[src/source/cpu_control_config.svh]
// Width macros for the data bus, FSM state, address mode and control words
`ifndef CPU_CONTROL_CONFIG_SVH
`define CPU_CONTROL_CONFIG_SVH

`define CPU_DB_W      8   // Opcode and data byte
`define CPU_STATE_W   6   // Room for the 28 FSM states
`define CPU_MODE_W    4   // Address mode code
`define CPU_AB_OP_W   12  // PC/AHL/ABH control plus ABL select, operand and carry
`define CPU_REG_OP_W  7   // Write bit, destination, source
`define CPU_ALU_OP_W  9   // Load-M, BCD, shift, add, carry

`endif

[src/source/cpu_state_pkg.sv]
// FSM state enumeration and address mode codes
`include "cpu_control_config.svh"

package cpu_state_pkg;

    typedef enum logic [`CPU_STATE_W-1:0] {
        INIT, SYNC, IMM0, IND0, IND1, IND2, DATA, ABS0, ABS1, ZERO,
        PULL, RDWR, RTS0, RTS1, RTS2, PUSH, JSR0, JSR1, JSR2,
        BRK0, BRK1, BRK2, BRK3, RTI0, RTI1, RTI2, RTI3, COND
    } cpu_state_t;

    // Low two bits feed the ABL mux, bit 2 the ABL carry
    typedef enum logic [`CPU_MODE_W-1:0] {
        AM_HOLD      = 0,   // AB kept, AHL loads DB
        AM_PC        = 1,   // AB from PC
        AM_ABS_IDX   = 2,   // {DB, AHL + reg}, PC stored
        AM_ZP_IDX    = 3,   // {00, DB + reg}
        AM_NEXT      = 4,   // AB + 1, PC stored
        AM_PULL      = 5,   // {01, SP + 1}
        AM_BRANCH    = 7,   // AB + offset + 1
        AM_SP_KEEP   = 8,   // {01, SP}, PC kept
        AM_SP_SAVE   = 9,   // {01, SP}, PC stored plus one
        AM_ABS_KEEP  = 10,  // {DB, AHL + reg}, PC kept
        AM_SP_STORE  = 11,  // {01, SP}, AHL kept
        AM_NEXT_KEEP = 12,  // AB + 1, PC kept
        AM_ABS_INC   = 14,  // {DB, AHL + reg} + 1
        AM_VECTOR    = 15   // {FF, vector} + 1
    } ab_mode_t;

endpackage

[src/source/cpu_ops_pkg.sv]
// Instruction field, control word structs and register and ALU codes
`include "cpu_control_config.svh"

package cpu_ops_pkg;

    typedef struct packed {
        logic [1:0]                shift;  // 10 left, 11 right
        logic [`CPU_ALU_OP_W-7:0]  add;    // OR AND XOR ADD INC DEC SUB TRB
        logic [1:0]                carry;  // 01 set, 10 rotate, 11 ADC
    } alu_sel_t;

    typedef struct packed {
        logic      ldm;  // Load M
        logic      bcd;
        alu_sel_t  sel;
    } alu_op_t;

    typedef struct packed {
        logic                      wr;   // Register write
        logic [1:0]                dst;
        logic [`CPU_REG_OP_W-4:0]  src;
    } reg_op_t;

    typedef struct packed {
        logic [`CPU_AB_OP_W-6:0] pc_ctl;   // PC, AHL and ABH control
        logic [1:0]              abl_sel;
        logic [1:0]              abl_op;
        logic                    abl_ci;
    } ab_op_t;

    typedef struct packed {
        logic        rmw;    // Hold address for write back
        logic        jmp;    // Absolute address goes to PC
        logic        ind;    // One more indirection pass
        logic        add_x;
        logic        add_y;
        logic        ld;     // Register load at end of instruction
        logic        st;
        logic [1:0]  dst;
        logic [3:0]  src;
        alu_sel_t    alu;
    } instr_fields_t;

    localparam logic [3:0] REG_X   = 4'd0;
    localparam logic [3:0] REG_Y   = 4'd1;
    localparam logic [3:0] REG_A   = 4'd2;
    localparam logic [3:0] REG_S   = 4'd3;
    localparam logic [3:0] REG_M   = 4'd5;
    localparam logic [3:0] REG_Z   = 4'd7;   // Reads as zero
    localparam logic [3:0] REG_VEC = 4'd10;  // BRK vector

    localparam alu_sel_t ALU_ORA    = 7'b00_000_00;
    localparam alu_sel_t ALU_AND    = 7'b00_001_00;
    localparam alu_sel_t ALU_EOR    = 7'b00_010_00;
    localparam alu_sel_t ALU_ADC    = 7'b00_011_11;
    localparam alu_sel_t ALU_PASS   = 7'b00_011_00;  // Add zero
    localparam alu_sel_t ALU_CMP    = 7'b00_101_01;
    localparam alu_sel_t ALU_SBC    = 7'b00_110_11;
    localparam alu_sel_t ALU_INC    = 7'b00_100_01;
    localparam alu_sel_t ALU_DEC    = 7'b00_101_00;
    localparam alu_sel_t ALU_STORE  = 7'b00_100_00;
    localparam alu_sel_t ALU_UNUSED = 7'b11_111_11;  // Opcode never loads

endpackage

[src/source/opcode_decoder.sv]
// Opcode byte decode into instruction fields and the state after SYNC
`timescale 1ns/1ps
`include "cpu_control_config.svh"

module opcode_decoder (
    input  logic [`CPU_DB_W-1:0]       db,
    output cpu_ops_pkg::instr_fields_t decode,
    output cpu_state_pkg::cpu_state_t  entry
);
    import cpu_ops_pkg::*;
    import cpu_state_pkg::*;

    always_comb begin
        casez (db)
            8'h06, 8'hE6, 8'hEE: decode.rmw = 1'b1;  // ASL, INC
            default:             decode.rmw = 1'b0;
        endcase

        casez (db)
            8'h00, 8'h20, 8'h40, 8'h4C, 8'h60, 8'h6C, 8'h7C: decode.jmp = 1'b1;
            default:                                         decode.jmp = 1'b0;
        endcase

        casez (db)
            8'h6C, 8'h7C: decode.ind = 1'b1;  // JMP (IND), JMP (IND,X)
            default:      decode.ind = 1'b0;
        endcase

        casez (db)
            8'h7C, 8'hA1, 8'hB5, 8'hBD: decode.add_x = 1'b1;
            default:                    decode.add_x = 1'b0;
        endcase

        casez (db)
            8'hB1, 8'hB6, 8'hB9: decode.add_y = 1'b1;
            default:             decode.add_y = 1'b0;
        endcase

        casez (db)
            8'h48:   decode.st = 1'b1;  // PHA
            default: decode.st = 1'b0;
        endcase

        casez (db)
            8'hA0, 8'hA2, 8'hB6, 8'hCA, 8'hE8, 8'h68: decode.ld = 1'b1;
            8'b0???_??01, 8'b0???_0010,                     // ORA AND EOR ADC
            8'b101?_??01, 8'b101?_0010,                     // LDA
            8'b111?_??01, 8'b111?_0010: decode.ld = 1'b1;   // SBC, CMP excluded
            default:                    decode.ld = 1'b0;
        endcase

        casez (db)
            8'hA1, 8'hA5, 8'hA9, 8'hAD, 8'hB1, 8'hB2, 8'hB5, 8'hB9, 8'hBD,
            8'hA0, 8'hA2, 8'hB6, 8'h68: decode.src = REG_Z;  // Loads pass M
            8'hCA, 8'hE8:               decode.src = REG_X;  // DEX, INX
            8'h48:                      decode.src = REG_A;  // PHA
            8'hE6, 8'hEE:               decode.src = REG_M;  // INC memory
            8'b0???_??01, 8'b0???_0010: decode.src = REG_A;
            8'b101?_??01, 8'b101?_0010: decode.src = REG_Z;
            8'b11??_??01, 8'b11??_0010: decode.src = REG_A;  // CMP, SBC
            default:                    decode.src = 4'd0;
        endcase

        casez (db)
            8'h68:                      decode.dst = REG_A[1:0];
            8'hA2, 8'hB6, 8'hCA, 8'hE8: decode.dst = REG_X[1:0];
            8'hA0:                      decode.dst = REG_Y[1:0];
            8'b????_??01, 8'b????_0010: decode.dst = REG_A[1:0];  // Accumulator columns
            default:                    decode.dst = 2'd0;
        endcase

        casez (db)
            8'hA2, 8'hB6, 8'hA0, 8'hE6, 8'hEE, 8'h48, 8'h68: decode.alu = ALU_PASS;
            8'hCA:                      decode.alu = ALU_DEC;
            8'hE8:                      decode.alu = ALU_INC;
            8'b000?_??01, 8'b000?_0010: decode.alu = ALU_ORA;
            8'b001?_??01, 8'b001?_0010: decode.alu = ALU_AND;
            8'b010?_??01, 8'b010?_0010: decode.alu = ALU_EOR;
            8'b011?_??01, 8'b011?_0010: decode.alu = ALU_ADC;
            8'b101?_??01, 8'b101?_0010: decode.alu = ALU_PASS;  // LDA
            8'b110?_??01, 8'b110?_0010: decode.alu = ALU_CMP;
            8'b111?_??01, 8'b111?_0010: decode.alu = ALU_SBC;
            default:                    decode.alu = ALU_UNUSED;
        endcase

        casez (db)
            8'h80:   entry = COND;   // BRA
            8'h00:   entry = BRK0;
            8'h20:   entry = JSR0;
            8'h40:   entry = RTI0;
            8'h60:   entry = RTS0;
            8'h48:   entry = PUSH;
            8'h68:   entry = PULL;
            8'b????_0001, 8'b???1_0010:               entry = IND0;  // (ZP,X) (ZP),Y (ZP)
            8'b1010_00?0, 8'b11?0_00?0, 8'b???0_1001: entry = IMM0;  // Immediate forms
            8'b???1_1001, 8'b????_11??:               entry = ABS0;  // Absolute columns
            8'b????_01??:                             entry = ZERO;  // Zero page columns
            default: entry = SYNC;   // Unmatched opcode
        endcase
    end

endmodule

[src/source/instr_sequencer.sv]
// Instruction FSM with state register and latched instruction fields
`timescale 1ns/1ps

module instr_sequencer (
    input  logic                       clk,
    input  logic                       rst_n,
    input  cpu_ops_pkg::instr_fields_t decode,
    input  cpu_state_pkg::cpu_state_t  entry,
    output cpu_state_pkg::cpu_state_t  state,
    output cpu_ops_pkg::instr_fields_t fields,
    output logic                       sync
);
    import cpu_state_pkg::*;

    cpu_state_t state_nxt;

    assign sync = (state == SYNC);  // Opcode fetch cycle

    always_comb begin
        case (state)
            INIT:    state_nxt = SYNC;
            SYNC:    state_nxt = entry;  // From opcode on db
            IMM0:    state_nxt = SYNC;
            IND0:    state_nxt = IND1;
            IND1:    state_nxt = IND2;
            IND2:    state_nxt = DATA;
            ABS0:    state_nxt = ABS1;
            ZERO:    state_nxt = fields.rmw ? RDWR : DATA;
            ABS1: begin
                if (fields.ind)                // Another pointer pass
                    state_nxt = ABS0;
                else if (fields.jmp)
                    state_nxt = SYNC;
                else if (fields.rmw)
                    state_nxt = RDWR;
                else
                    state_nxt = DATA;
            end
            RDWR:    state_nxt = DATA;
            DATA:    state_nxt = SYNC;
            PULL:    state_nxt = DATA;
            PUSH:    state_nxt = DATA;
            RTS0:    state_nxt = RTS1;
            RTS1:    state_nxt = RTS2;
            RTS2:    state_nxt = SYNC;
            JSR0:    state_nxt = JSR1;
            JSR1:    state_nxt = JSR2;
            JSR2:    state_nxt = ABS1;   // Target fetched via ABS1
            BRK0:    state_nxt = BRK1;
            BRK1:    state_nxt = BRK2;
            BRK2:    state_nxt = BRK3;
            BRK3:    state_nxt = ABS0;   // Vector read
            RTI0:    state_nxt = RTI1;
            RTI1:    state_nxt = RTI2;
            RTI2:    state_nxt = RTI3;
            RTI3:    state_nxt = SYNC;
            COND:    state_nxt = SYNC;
            default: state_nxt = INIT;   // Unused encodings
        endcase
    end

    always_ff @(posedge clk) begin
        if (!rst_n)
            state <= INIT;
        else
            state <= state_nxt;
    end

    always_ff @(posedge clk) begin
        if (!rst_n) begin
            fields <= '0;
        end else if (sync) begin
            fields <= decode;            // Opcode sampled at end of SYNC
        end else if (state == ABS1) begin
            // Indirection done once, so JMP (IND) leaves the ABS0 loop
            fields.ind   <= 1'b0;
            fields.add_x <= 1'b0;
        end
    end

endmodule

[src/source/address_op_encoder.sv]
// Per-state address mode and its expansion into the address operation word
`timescale 1ns/1ps
`include "cpu_control_config.svh"

module address_op_encoder (
    input  cpu_state_pkg::cpu_state_t state,
    input  logic                      cond,
    input  logic [`CPU_DB_W-1:0]      db,
    output cpu_ops_pkg::ab_op_t       ab_op
);
    import cpu_state_pkg::*;

    ab_mode_t                mode;
    logic                    back;      // Taken backward branch
    logic [`CPU_AB_OP_W-6:0] pc_code;
    logic [1:0]              abl_code;

    assign back = cond & db[7];

    always_comb begin
        case (state)
            INIT, RDWR:                         mode = AM_HOLD;
            DATA, JSR2:                         mode = AM_PC;
            ABS1, RTI3:                         mode = AM_ABS_IDX;
            IND0, ZERO:                         mode = AM_ZP_IDX;
            SYNC, ABS0, IMM0:                   mode = AM_NEXT;
            PULL, RTS0, RTS1, RTI0, RTI1, RTI2: mode = AM_PULL;
            COND:                               mode = AM_BRANCH;
            JSR1, BRK1, BRK2:                   mode = AM_SP_KEEP;
            JSR0, BRK0:                         mode = AM_SP_SAVE;
            IND2:                               mode = AM_ABS_KEEP;
            PUSH:                               mode = AM_SP_STORE;
            IND1:                               mode = AM_NEXT_KEEP;
            RTS2:                               mode = AM_ABS_INC;
            BRK3:                               mode = AM_VECTOR;
            default:                            mode = AM_HOLD;
        endcase
    end

    always_comb begin
        case (mode)
            AM_HOLD:      begin pc_code = 7'b001_0110; abl_code = 2'b11; end
            AM_PC:        begin pc_code = 7'b000_1010; abl_code = 2'b10; end
            AM_ABS_IDX:   begin pc_code = 7'b111_1110; abl_code = 2'b01; end
            AM_ZP_IDX:    begin pc_code = 7'b111_0000; abl_code = 2'b01; end
            AM_NEXT:      begin pc_code = 7'b011_0110; abl_code = 2'b11; end
            AM_PULL:      begin pc_code = 7'b011_0001; abl_code = 2'b00; end
            AM_BRANCH: begin
                pc_code  = back ? 7'b011_0111 : 7'b011_0110;  // ABH gets FF offset
                abl_code = 2'b11;
            end
            AM_SP_KEEP:   begin pc_code = 7'b000_0001; abl_code = 2'b00; end
            AM_SP_SAVE:   begin pc_code = 7'b111_0001; abl_code = 2'b00; end
            AM_ABS_KEEP:  begin pc_code = 7'b001_1110; abl_code = 2'b01; end
            AM_SP_STORE:  begin pc_code = 7'b010_0001; abl_code = 2'b00; end
            AM_NEXT_KEEP: begin pc_code = 7'b001_0110; abl_code = 2'b11; end
            AM_ABS_INC:   begin pc_code = 7'b001_1110; abl_code = 2'b01; end
            AM_VECTOR:    begin pc_code = 7'b000_0011; abl_code = 2'b00; end
            default:      begin pc_code = '0;          abl_code = 2'b00; end
        endcase
    end

    // ABL select and carry come straight from the mode bits
    assign ab_op = '{pc_ctl: pc_code, abl_sel: mode[1:0], abl_op: abl_code, abl_ci: mode[2]};

endmodule

[src/source/datapath_op_encoder.sv]
// Register, ALU and data output select words plus the registered write enable
`timescale 1ns/1ps

module datapath_op_encoder (
    input  logic                       clk,
    input  logic                       rst_n,
    input  cpu_state_pkg::cpu_state_t  state,
    input  cpu_ops_pkg::instr_fields_t fields,
    output cpu_ops_pkg::reg_op_t       reg_op,
    output cpu_ops_pkg::alu_op_t       alu_op,
    output logic [1:0]                 do_op,
    output logic                       we
);
    import cpu_state_pkg::*;
    import cpu_ops_pkg::*;

    always_comb begin
        case (state)
            BRK0, BRK1, BRK2, JSR0, JSR1, RTS0, RTS1,
            RTI0, RTI1, RTI2, PUSH, PULL:
                reg_op = {1'b1, REG_S[1:0], REG_S};      // SP update
            BRK3: reg_op = {1'b0, 2'b00, REG_VEC};
            IND0: reg_op = {1'b0, 2'b00, fields.add_x ? REG_X : REG_Z};
            IND2: reg_op = {1'b0, 2'b00, fields.add_y ? REG_Y : REG_Z};
            ZERO, ABS1: begin
                if (fields.add_x)
                    reg_op = {1'b0, 2'b00, REG_X};
                else if (fields.add_y)
                    reg_op = {1'b0, 2'b00, REG_Y};
                else
                    reg_op = {1'b0, 2'b00, REG_Z};
            end
            SYNC:    reg_op = {fields.ld, fields.dst, fields.src};  // dst <= src op M
            DATA:    reg_op = {1'b0, fields.dst, fields.src};       // Store source
            default: reg_op = {1'b0, 2'b00, REG_Z};
        endcase
    end

    always_comb begin
        case (state)
            BRK0, BRK1, BRK2, JSR0, JSR1, PUSH:
                alu_op = {2'b00, ALU_DEC};   // SP - 1
            RTS0, RTS1, RTI0, RTI1, RTI2, PULL:
                alu_op = {2'b00, ALU_INC};   // SP + 1
            IMM0, RDWR: alu_op = {2'b10, ALU_ORA};       // Load M only
            SYNC:       alu_op = {2'b00, fields.alu};    // Finish previous op
            DATA: begin
                if (fields.st)
                    alu_op = {2'b00, ALU_STORE};
                else
                    alu_op = {2'b10, fields.alu};        // Load M or RMW
            end
            default:    alu_op = '0;
        endcase
    end

    // 00 ALU, 01 P, 10 PCL, 11 PCH
    always_comb begin
        case (state)
            BRK1, JSR1: do_op = 2'b11;
            BRK2, JSR2: do_op = 2'b10;
            BRK3:       do_op = 2'b01;
            default:    do_op = 2'b00;
        endcase
    end

    always_ff @(posedge clk) begin
        if (!rst_n)
            we <= 1'b0;
        else
            we <= state inside {BRK0, BRK1, BRK2, JSR0, JSR1, PUSH, RDWR};  // Bus write next cycle
    end

endmodule

[src/source/cpu_control.sv]
// Control unit top with decoder, FSM and the address and datapath encoders
`timescale 1ns/1ps
`include "cpu_control_config.svh"

module cpu_control (
    input  logic                 clk,
    input  logic                 rst_n,
    input  logic [`CPU_DB_W-1:0] db,
    input  logic                 cond,
    output logic                 sync,
    output logic                 we,
    output cpu_ops_pkg::ab_op_t  ab_op,
    output cpu_ops_pkg::reg_op_t reg_op,
    output cpu_ops_pkg::alu_op_t alu_op,
    output logic [1:0]           do_op
);
    import cpu_ops_pkg::*;
    import cpu_state_pkg::*;

    instr_fields_t decode;   // Combinational decode of db
    instr_fields_t fields;   // Latched at SYNC
    cpu_state_t    entry;
    cpu_state_t    state;

    opcode_decoder i_opcode_decoder (
        .db     (db),
        .decode (decode),
        .entry  (entry)
    );

    instr_sequencer i_instr_sequencer (
        .clk    (clk),
        .rst_n  (rst_n),
        .decode (decode),
        .entry  (entry),
        .state  (state),
        .fields (fields),
        .sync   (sync)
    );

    address_op_encoder i_address_op_encoder (
        .state (state),
        .cond  (cond),
        .db    (db),
        .ab_op (ab_op)
    );

    datapath_op_encoder i_datapath_op_encoder (
        .clk    (clk),
        .rst_n  (rst_n),
        .state  (state),
        .fields (fields),
        .reg_op (reg_op),
        .alu_op (alu_op),
        .do_op  (do_op),
        .we     (we)
    );

endmodule

[config.mk]
export PLATFORM = sky130hd
export DESIGN_NAME = cpu_control
export DESIGN_NICKNAME = d
export VERILOG_FILES = /design/src/source/cpu_state_pkg.sv /design/src/source/cpu_ops_pkg.sv /design/src/source/opcode_decoder.sv /design/src/source/instr_sequencer.sv /design/src/source/address_op_encoder.sv /design/src/source/datapath_op_encoder.sv /design/src/source/cpu_control.sv
export VERILOG_INCLUDE_DIRS = /design/src /design/src/source
export SDC_FILE = /design/constraint.sdc
export NUM_CORES = 1
export LEC_CHECK = 0
export BUFFER_PORTS_ARGS = -buffer_cell sky130_fd_sc_hd__buf_4
export CAP_MARGIN = 30
export CORE_MARGIN = 2
export CORE_UTILIZATION = 58
export DETAILED_ROUTE_END_ITERATION = 7
export PLACE_DENSITY = 0.83
export SLEW_MARGIN = 25
export SYNTH_ARGS = -nofsm -noshare
export SYNTH_HDL_FRONTEND = slang
export SYNTH_SLANG_ARGS = --single-unit
export TNS_END_PERCENT = 20
[constraint.sdc]
create_clock -name clk -period 3.1 [get_ports clk]
set_input_delay 0.31 -clock clk [delete_from_list [all_inputs] [get_ports clk]]
set_output_delay 0.31 -clock clk [all_outputs]
set_load 0.02 [all_outputs]
==> impl_metrics.tcl, run 1 <==
set metrics [dict create \
    setup_viol_count_final 0 \
    ios 43 \
    cp.required_ns 3.25 \
    final_cell_mix "buf_4 (51), nand2_1 (39), nor2_1 (35), o21ai_0 (33), a21oi_1 (33)" \
    fin_util 0.6643 \
    p_switching_uw 993.2 \
    overflow 0 \
    p_leak_uw 0.001286 \
    end_kind "flip-flop" \
    fillers 423 \
    wirelength_mm 7.071 \
    yosys-top-cells-area "dfxtp_1 (19%), o21ai_0 (6.0%), a21oi_1 (5.9%)" \
    synth_compound_area_frac 0.3492 \
    cts_inserted_buffers 3 \
    arrival_ns 2.84 \
    htreeDepth 1 \
    synthToLayoutAreaGrowth_pct 10.66 \
    drc 0 \
    synth_mux_area_frac 0.01288 \
    skew_ns 0.01182 \
    tritoncts "yes" \
    vias_per_cell 6.360 \
    grt_setup_unrepaired "false" \
    postSynthCellCount 399 \
    synth-simple-area-share 0.2994 \
    antenna_left 0 \
    grt_pass1_wl_mm 11.50 \
    ir_drop_mv 0.3225 \
    place_congestion 0.9534 \
    antenna_cells 0 \
    fp.coreArea_mm2 0.004692 \
    clkSinkCount 27 \
    max-slew-margin-rel 0.6034 \
    dieArea_mm2 0.005429 \
    dr_wl_met3_um 436 \
    yosysTopAreaCellShare 0.1919 \
    initial_core_util 0.6003 \
    synth_xor_area_frac 0.01244 \
    gr-usage-all-layers 0.2616 \
    fmax_ghz 0.3705 \
    syn_area_mm2 0.002816 \
    syn-num-nets 419 \
    yosys_warnings 0 \
    seq_area_um2 543.0 \
    slowest_delay_ns 0.38 \
    dp_cells 468 \
    worstSkewPairLatency_ns 0.28 \
    clock_path_buffers 2 \
    hold_path_class "primary input to flip-flop" \
    synth_edf_count 0 \
    swShare 0.4845 \
    met1Wirelength_mm 3.276 \
    tightest_slew_ns 0.5887 \
    top_layer "met4" \
    cp-start-kind "flip-flop" \
    fin_crit_ns 2.699 \
    first_pass_iters 5 \
    drive_above_1_share 0.1818 \
    finalHoldViolations 0 \
    dr_total_vias 3002 \
    path_class "flip-flop to flip-flop" \
    postCtsSetupBuffers 0 \
    final.setup.tns_ns 0 \
    p_total_uw 2050 \
    synth_adder_area_share 0.04354 \
    final_cell_count_no_fill 472 \
    routedWlPerCell_um 14.98 \
    cp_slowest_cell "dfxtp_2" \
    final_common_cell "buf_4" \
    internal_power_uw 1057 \
    synth_seq_area_share 0.1919 \
    outcome "finished clean" \
    synth_ff_type "dfxtp_1" \
    multi_input_area_mm2 0.002024 \
    die_height_um 73.69 \
    nets 439 \
    share_comb_of_total_power 0.627 \
    ys_types 78 \
    p_clk_frac 0.103 \
    synth_top_cell_by_area "dfxtp_1" \
    synth_top_family_by_area "compound AO/OA/AOI/OAI gates" \
    synth_seq_cells 27 \
    crit_top_cell "a21oi_1" \
    cap_violations 0 \
    die_x_um 73.69 \
    finalCritPeriodShare 0.8706 \
    grt_pass1_vias 2420 \
    grt_max_degree 23 \
    drt_iter0_markers 214 \
    io_buffers 41 \
    dp_hpwl_mm 5.332 \
    pwr-share-seq 0.270 \
    syn_area_per_cell_um2 7.059 \
    root_buffer "clkbuf_8" \
    critPathMaxFanout 11 \
    antenna_found_initial 0 \
    path_cells "buf_4 > nand2b_1 > o22ai_1 > a221oi_1 > o21ai_1 > and2_1 > ha_1 > nor3_1 > a21oi_1 > a222oi_1 > a21oi_1" \
    synthArstFlopShare 0 \
    dr_wl_met2_mm 3.284 \
    finalMaxSlewViolations 0 \
    rows 25 \
    cellPowerDensity_mw_per_mm2 657.7 \
    cts.clk_slew.worst_paths_ns 0.10 \
]
[flip-flops by register name (all words and copies together), names as in the netlist]
name                       count
i_instr_sequencer.fields      17
i_instr_sequencer.state        5
i_datapath_op_encoder.we       1
i_address_op_encoder.mode      4
[worst max-delay path, delay by kind of cell, from the launching register on]
kind,cells,cell delay [ns]
AOI/OAI and AO/OA,6,1.07
and+or+nand+nor,3,0.65
DFF,1,0.38
adders and majority gates,1,0.31
buffers and inverters,1,0.17
[area by class of cell]
class,count,area share
Multi-Input combinational cell,323,0.6495
Sequential cell,27,0.1742
Timing Repair Buffer,51,0.1228
Tap cell,54,0.02168
Inverter,13,0.01566
Clock buffer,3,0.01325
Clock inverter,1,0.002810
[cell families after synthesis]
logic type | after synthesis
fa+ha+maj | 10
mux | 3
simple gates | 159
xor+xnor | 4
compound gates | 146
other cells | 1
flops | 27
buf+inv | 49
[cell usage after synthesis (all sizes together), types with 13 or more instances]
library cell / number
nand2: 40
o21ai: 39
nor2: 35
a21oi: 34
dfxtp: 27
clkbuf: 21
buf: 15
a31oi: 14
and2: 13
inv: 13
nand3: 13
[through the flow]
step                area, µm²  hold slack (ns)  setup WS [ns]
floorplan                2816           0.4305         0.5976
global placement         3064           0.4401         0.1750
detailed placement       3064           0.4600         0.1510
CTS                      3114           0.3655         0.2817
global route             3117           0.3743         0.1210
finish                   3117           0.3749         0.4010
[power groups by stage]
stage | Clock [µW] | Combinational [µW] | Sequential [µW]
final | 210 | 1290 | 554
after global routing | 233 | 1400 | 570
after CTS | 218 | 1280 | 547
after detailed placement | 0 | 1270 | 555
after global placement | 0 | 1250 | 552
after floorplan | 0 | 1010 | 471
[repair_timing]
action / in CTS / in global routing
gates resized for setup: 0 / 3
hold buffers: 0 / 0
endpoints found under the setup margin: 0 / 3
[worst paths after layout]
path / startpoint / to / slack (ns) / cells past startpoint
hold reg to reg: i_instr_sequencer.fields[5]$_SDFFE_PN0P_ / i_instr_sequencer.fields[5]$_SDFFE_PN0P_ / 0.47 / 2
hold / removal: rst_n / i_instr_sequencer.fields[4]$_SDFFE_PN0P_ / 0.37 / 2
setup reg to reg: i_instr_sequencer.state[3]$_SDFF_PN0_ / i_address_op_encoder.mode[0]$_DFF_P_ / 0.40 / 11
setup / recovery: i_instr_sequencer.state[3]$_SDFF_PN0_ / i_address_op_encoder.mode[0]$_DFF_P_ / 0.40 / 11
[metal layers]
layer | track usage | vias up
met3 | 0.02743 | 8
met2 | 0.4058 | 124
met1 | 0.3847 | 1392
li1 | - | 1478
met4 | 0.06667 | 0
met5 | 0 | -
No activity file was read; power rests on OpenSTA's default activity.
==> inputs of run 2 (changes only) <==
- GPL_TIMING_DRIVEN: default -> 0
==> run 2 against run 1 <==
Critical path type is now primary input to flip-flop. Die area unchanged. Critical path depth increased by 3. Non-clock buffer count increased by 26. Largest cell class unchanged. Critical endpoint is now i_address_op_encoder.mode[2]$_DFF_P_.
==> impl_metrics.tcl, run 2 (synthesis results as in run 1) <==
set metrics [dict create \
    rows 25 \
    skew_ns 0.01702 \
    antenna_found_initial 0 \
    p_total_uw 2114 \
    swShare 0.4837 \
    clkSinkCount 27 \
    nets 465 \
    die_height_um 73.69 \
    arrival_ns 3.02 \
    cp.required_ns 3.26 \
    finalCritPeriodShare 0.9240 \
    fin_crit_ns 2.864 \
    wirelength_mm 7.504 \
    internal_power_uw 1092 \
    hold_path_class "primary input to flip-flop" \
    synthToLayoutAreaGrowth_pct 15.28 \
    cp-start-kind "primary input" \
    initial_core_util 0.6003 \
    path_class "primary input to flip-flop" \
    antenna_left 0 \
    slowest_delay_ns 0.39 \
    grt_pass1_vias 2562 \
    drt_iter0_markers 168 \
    root_buffer "clkbuf_8" \
    path_cells "buf_4 > clkbuf_1 > o21a_1 > nor2_1 > nor2_1 > a211o_1 > a22oi_1 > o21ai_1 > a21oi_1 > ha_1 > o21ai_0 > a31o_2 > a22oi_1 > o22ai_1" \
    die_x_um 73.69 \
    r2r_cells 12 \
    p_clk_frac 0.099 \
    fillers 419 \
    cellPowerDensity_mw_per_mm2 651.2 \
    dr_total_vias 3049 \
    reg2reg_to "i_address_op_encoder.mode[0]$_DFF_P_" \
    largest_register "i_instr_sequencer.fields" \
    share_comb_of_total_power 0.670 \
    drc 0 \
    final_cell_count_no_fill 498 \
    fin_util 0.6920 \
    ctsHoldBuffers 0 \
    p_switching_uw 1023 \
    cp_slowest_cell "a21oi_1" \
    fp.coreArea_mm2 0.004692 \
    place_congestion 0.9717 \
    first_pass_iters 5 \
    final_cell_mix "buf_4 (47), nand2_1 (39), nor2_1 (35), a21oi_1 (33), o21ai_0 (32)" \
    post_cts_resize_count 0 \
    grt_setup_unrepaired "false" \
    drive_above_1_share 0.1824 \
    fmax_ghz 0.3491 \
    htreeDepth 1 \
    setup_viol_count_final 0 \
    dieArea_mm2 0.005429 \
    outcome "finished clean" \
    postCtsSetupBuffers 0 \
    p_leak_uw 0.001337 \
    worstSkewPairLatency_ns 0.28 \
    finalHoldViolations 0 \
    io_buffers 41 \
    r2r_setup_slack_ns 0.25 \
    cts.clk_slew.worst_paths_ns 0.11 \
    r2r_start "i_instr_sequencer.state[2]$_SDFF_PN0_" \
    largest_reg_flops 17 \
    tritoncts "yes" \
    pwr-share-seq 0.231 \
    routedWlPerCell_um 15.07 \
    ir_drop_mv 0.3319 \
    ios 43 \
    overflow 0 \
    fin_area_mm2 0.003247 \
    finalMaxSlewViolations 0 \
    grt_pass1_wl_mm 12.10 \
    cap_violations 0 \
    min_path_cells 4 \
    cts_inserted_buffers 3 \
    dp_hpwl_mm 5.742 \
    final_common_cell "buf_4" \
    critPathMaxFanout 10 \
    tightest_slew_ns 0.5721 \
    max-slew-margin-rel 0.6186 \
    grt_max_degree 17 \
    vias_per_cell 6.122 \
    min_from "db[7]" \
    holdPathEnd "i_instr_sequencer.fields[18]$_SDFFE_PN0P_" \
    end_kind "flip-flop" \
    gr-usage-all-layers 0.2777 \
    antenna_cells 0 \
    place_area_mm2 0.003192 \
    dp_cells 494 \
    clock_path_buffers 2 \
]
## run 2: cell type report
type                            instances  area, µm²  area share
Inverter                               13      48.80     0.01503
Tap cell                               54      67.56     0.02081
Clock inverter                          1      7.507    0.002312
Sequential cell                        27      540.5      0.1665
Multi-Input combinational cell        323       2031      0.6254
Clock buffer                            3      41.29     0.01272
Timing Repair Buffer                   41      307.8     0.09480
Buffer                                 36      202.7     0.06243
## run 2: worst max path at each step
stage                                           from                              endpoint  slack [ns]  cells after the start
6_report                                       db[7]  i_address_op_encoder.mode[2]$_DFF_P_        0.24                     14
5_1_grt                                        db[1]  i_address_op_encoder.mode[2]$_DFF_P_       0.002                     14
4_1_cts        i_instr_sequencer.state[2]$_SDFF_PN0_  i_address_op_encoder.mode[0]$_DFF_P_        0.17                     12
3_5_place_dp                                   db[1]  i_address_op_encoder.mode[0]$_DFF_P_       -0.05                     13
3_3_place_gp                                   db[1]  i_address_op_encoder.mode[0]$_DFF_P_       -0.07                     13
2_1_floorplan                                  db[6]  i_address_op_encoder.mode[2]$_DFF_P_        0.60                     13
## run 2: through the flow
step                      TNS (ns)  hold slack, ns  setup slack [ns]
after floorplan                  0          0.4305            0.5976
after global placement     -0.1872          0.4407          -0.06752
after detailed placement   -0.1382          0.4453          -0.05008
after CTS                        0          0.4448            0.1661
after global routing             0          0.4749          0.001830
final                            0          0.4481            0.2356
## run 2: worst max-delay path, delay by kind of cell
kind | cells | cell delay, ns
AOI/OAI and AO/OA | 9 | 1.88
buffers and inverters | 2 | 0.41
adders and majority gates | 1 | 0.27
and+or+nand+nor | 2 | 0.15
## run 2: per-layer routing
layer | track usage | vias up | wire length (µm)
li1 | - | 1534 | -
met1 | 0.4108 | 1405 | 3695
met2 | 0.4256 | 96 | 3343
met3 | 0.01783 | 14 | 316
met4 | 0.09091 | 0 | 148
met5 | 0 | - | 0
## run 2: power groups by stage
stage / Clock (µW) / Sequential (µW) / Combinational [µW]
2_1_floorplan: 0 / 471 / 1010
3_3_place_gp: 0 / 491 / 1380
3_5_place_dp: 0 / 494 / 1400
4_1_cts: 207 / 486 / 1410
5_1_grt: 224 / 499 / 1550
6_report: 210 / 488 / 1420
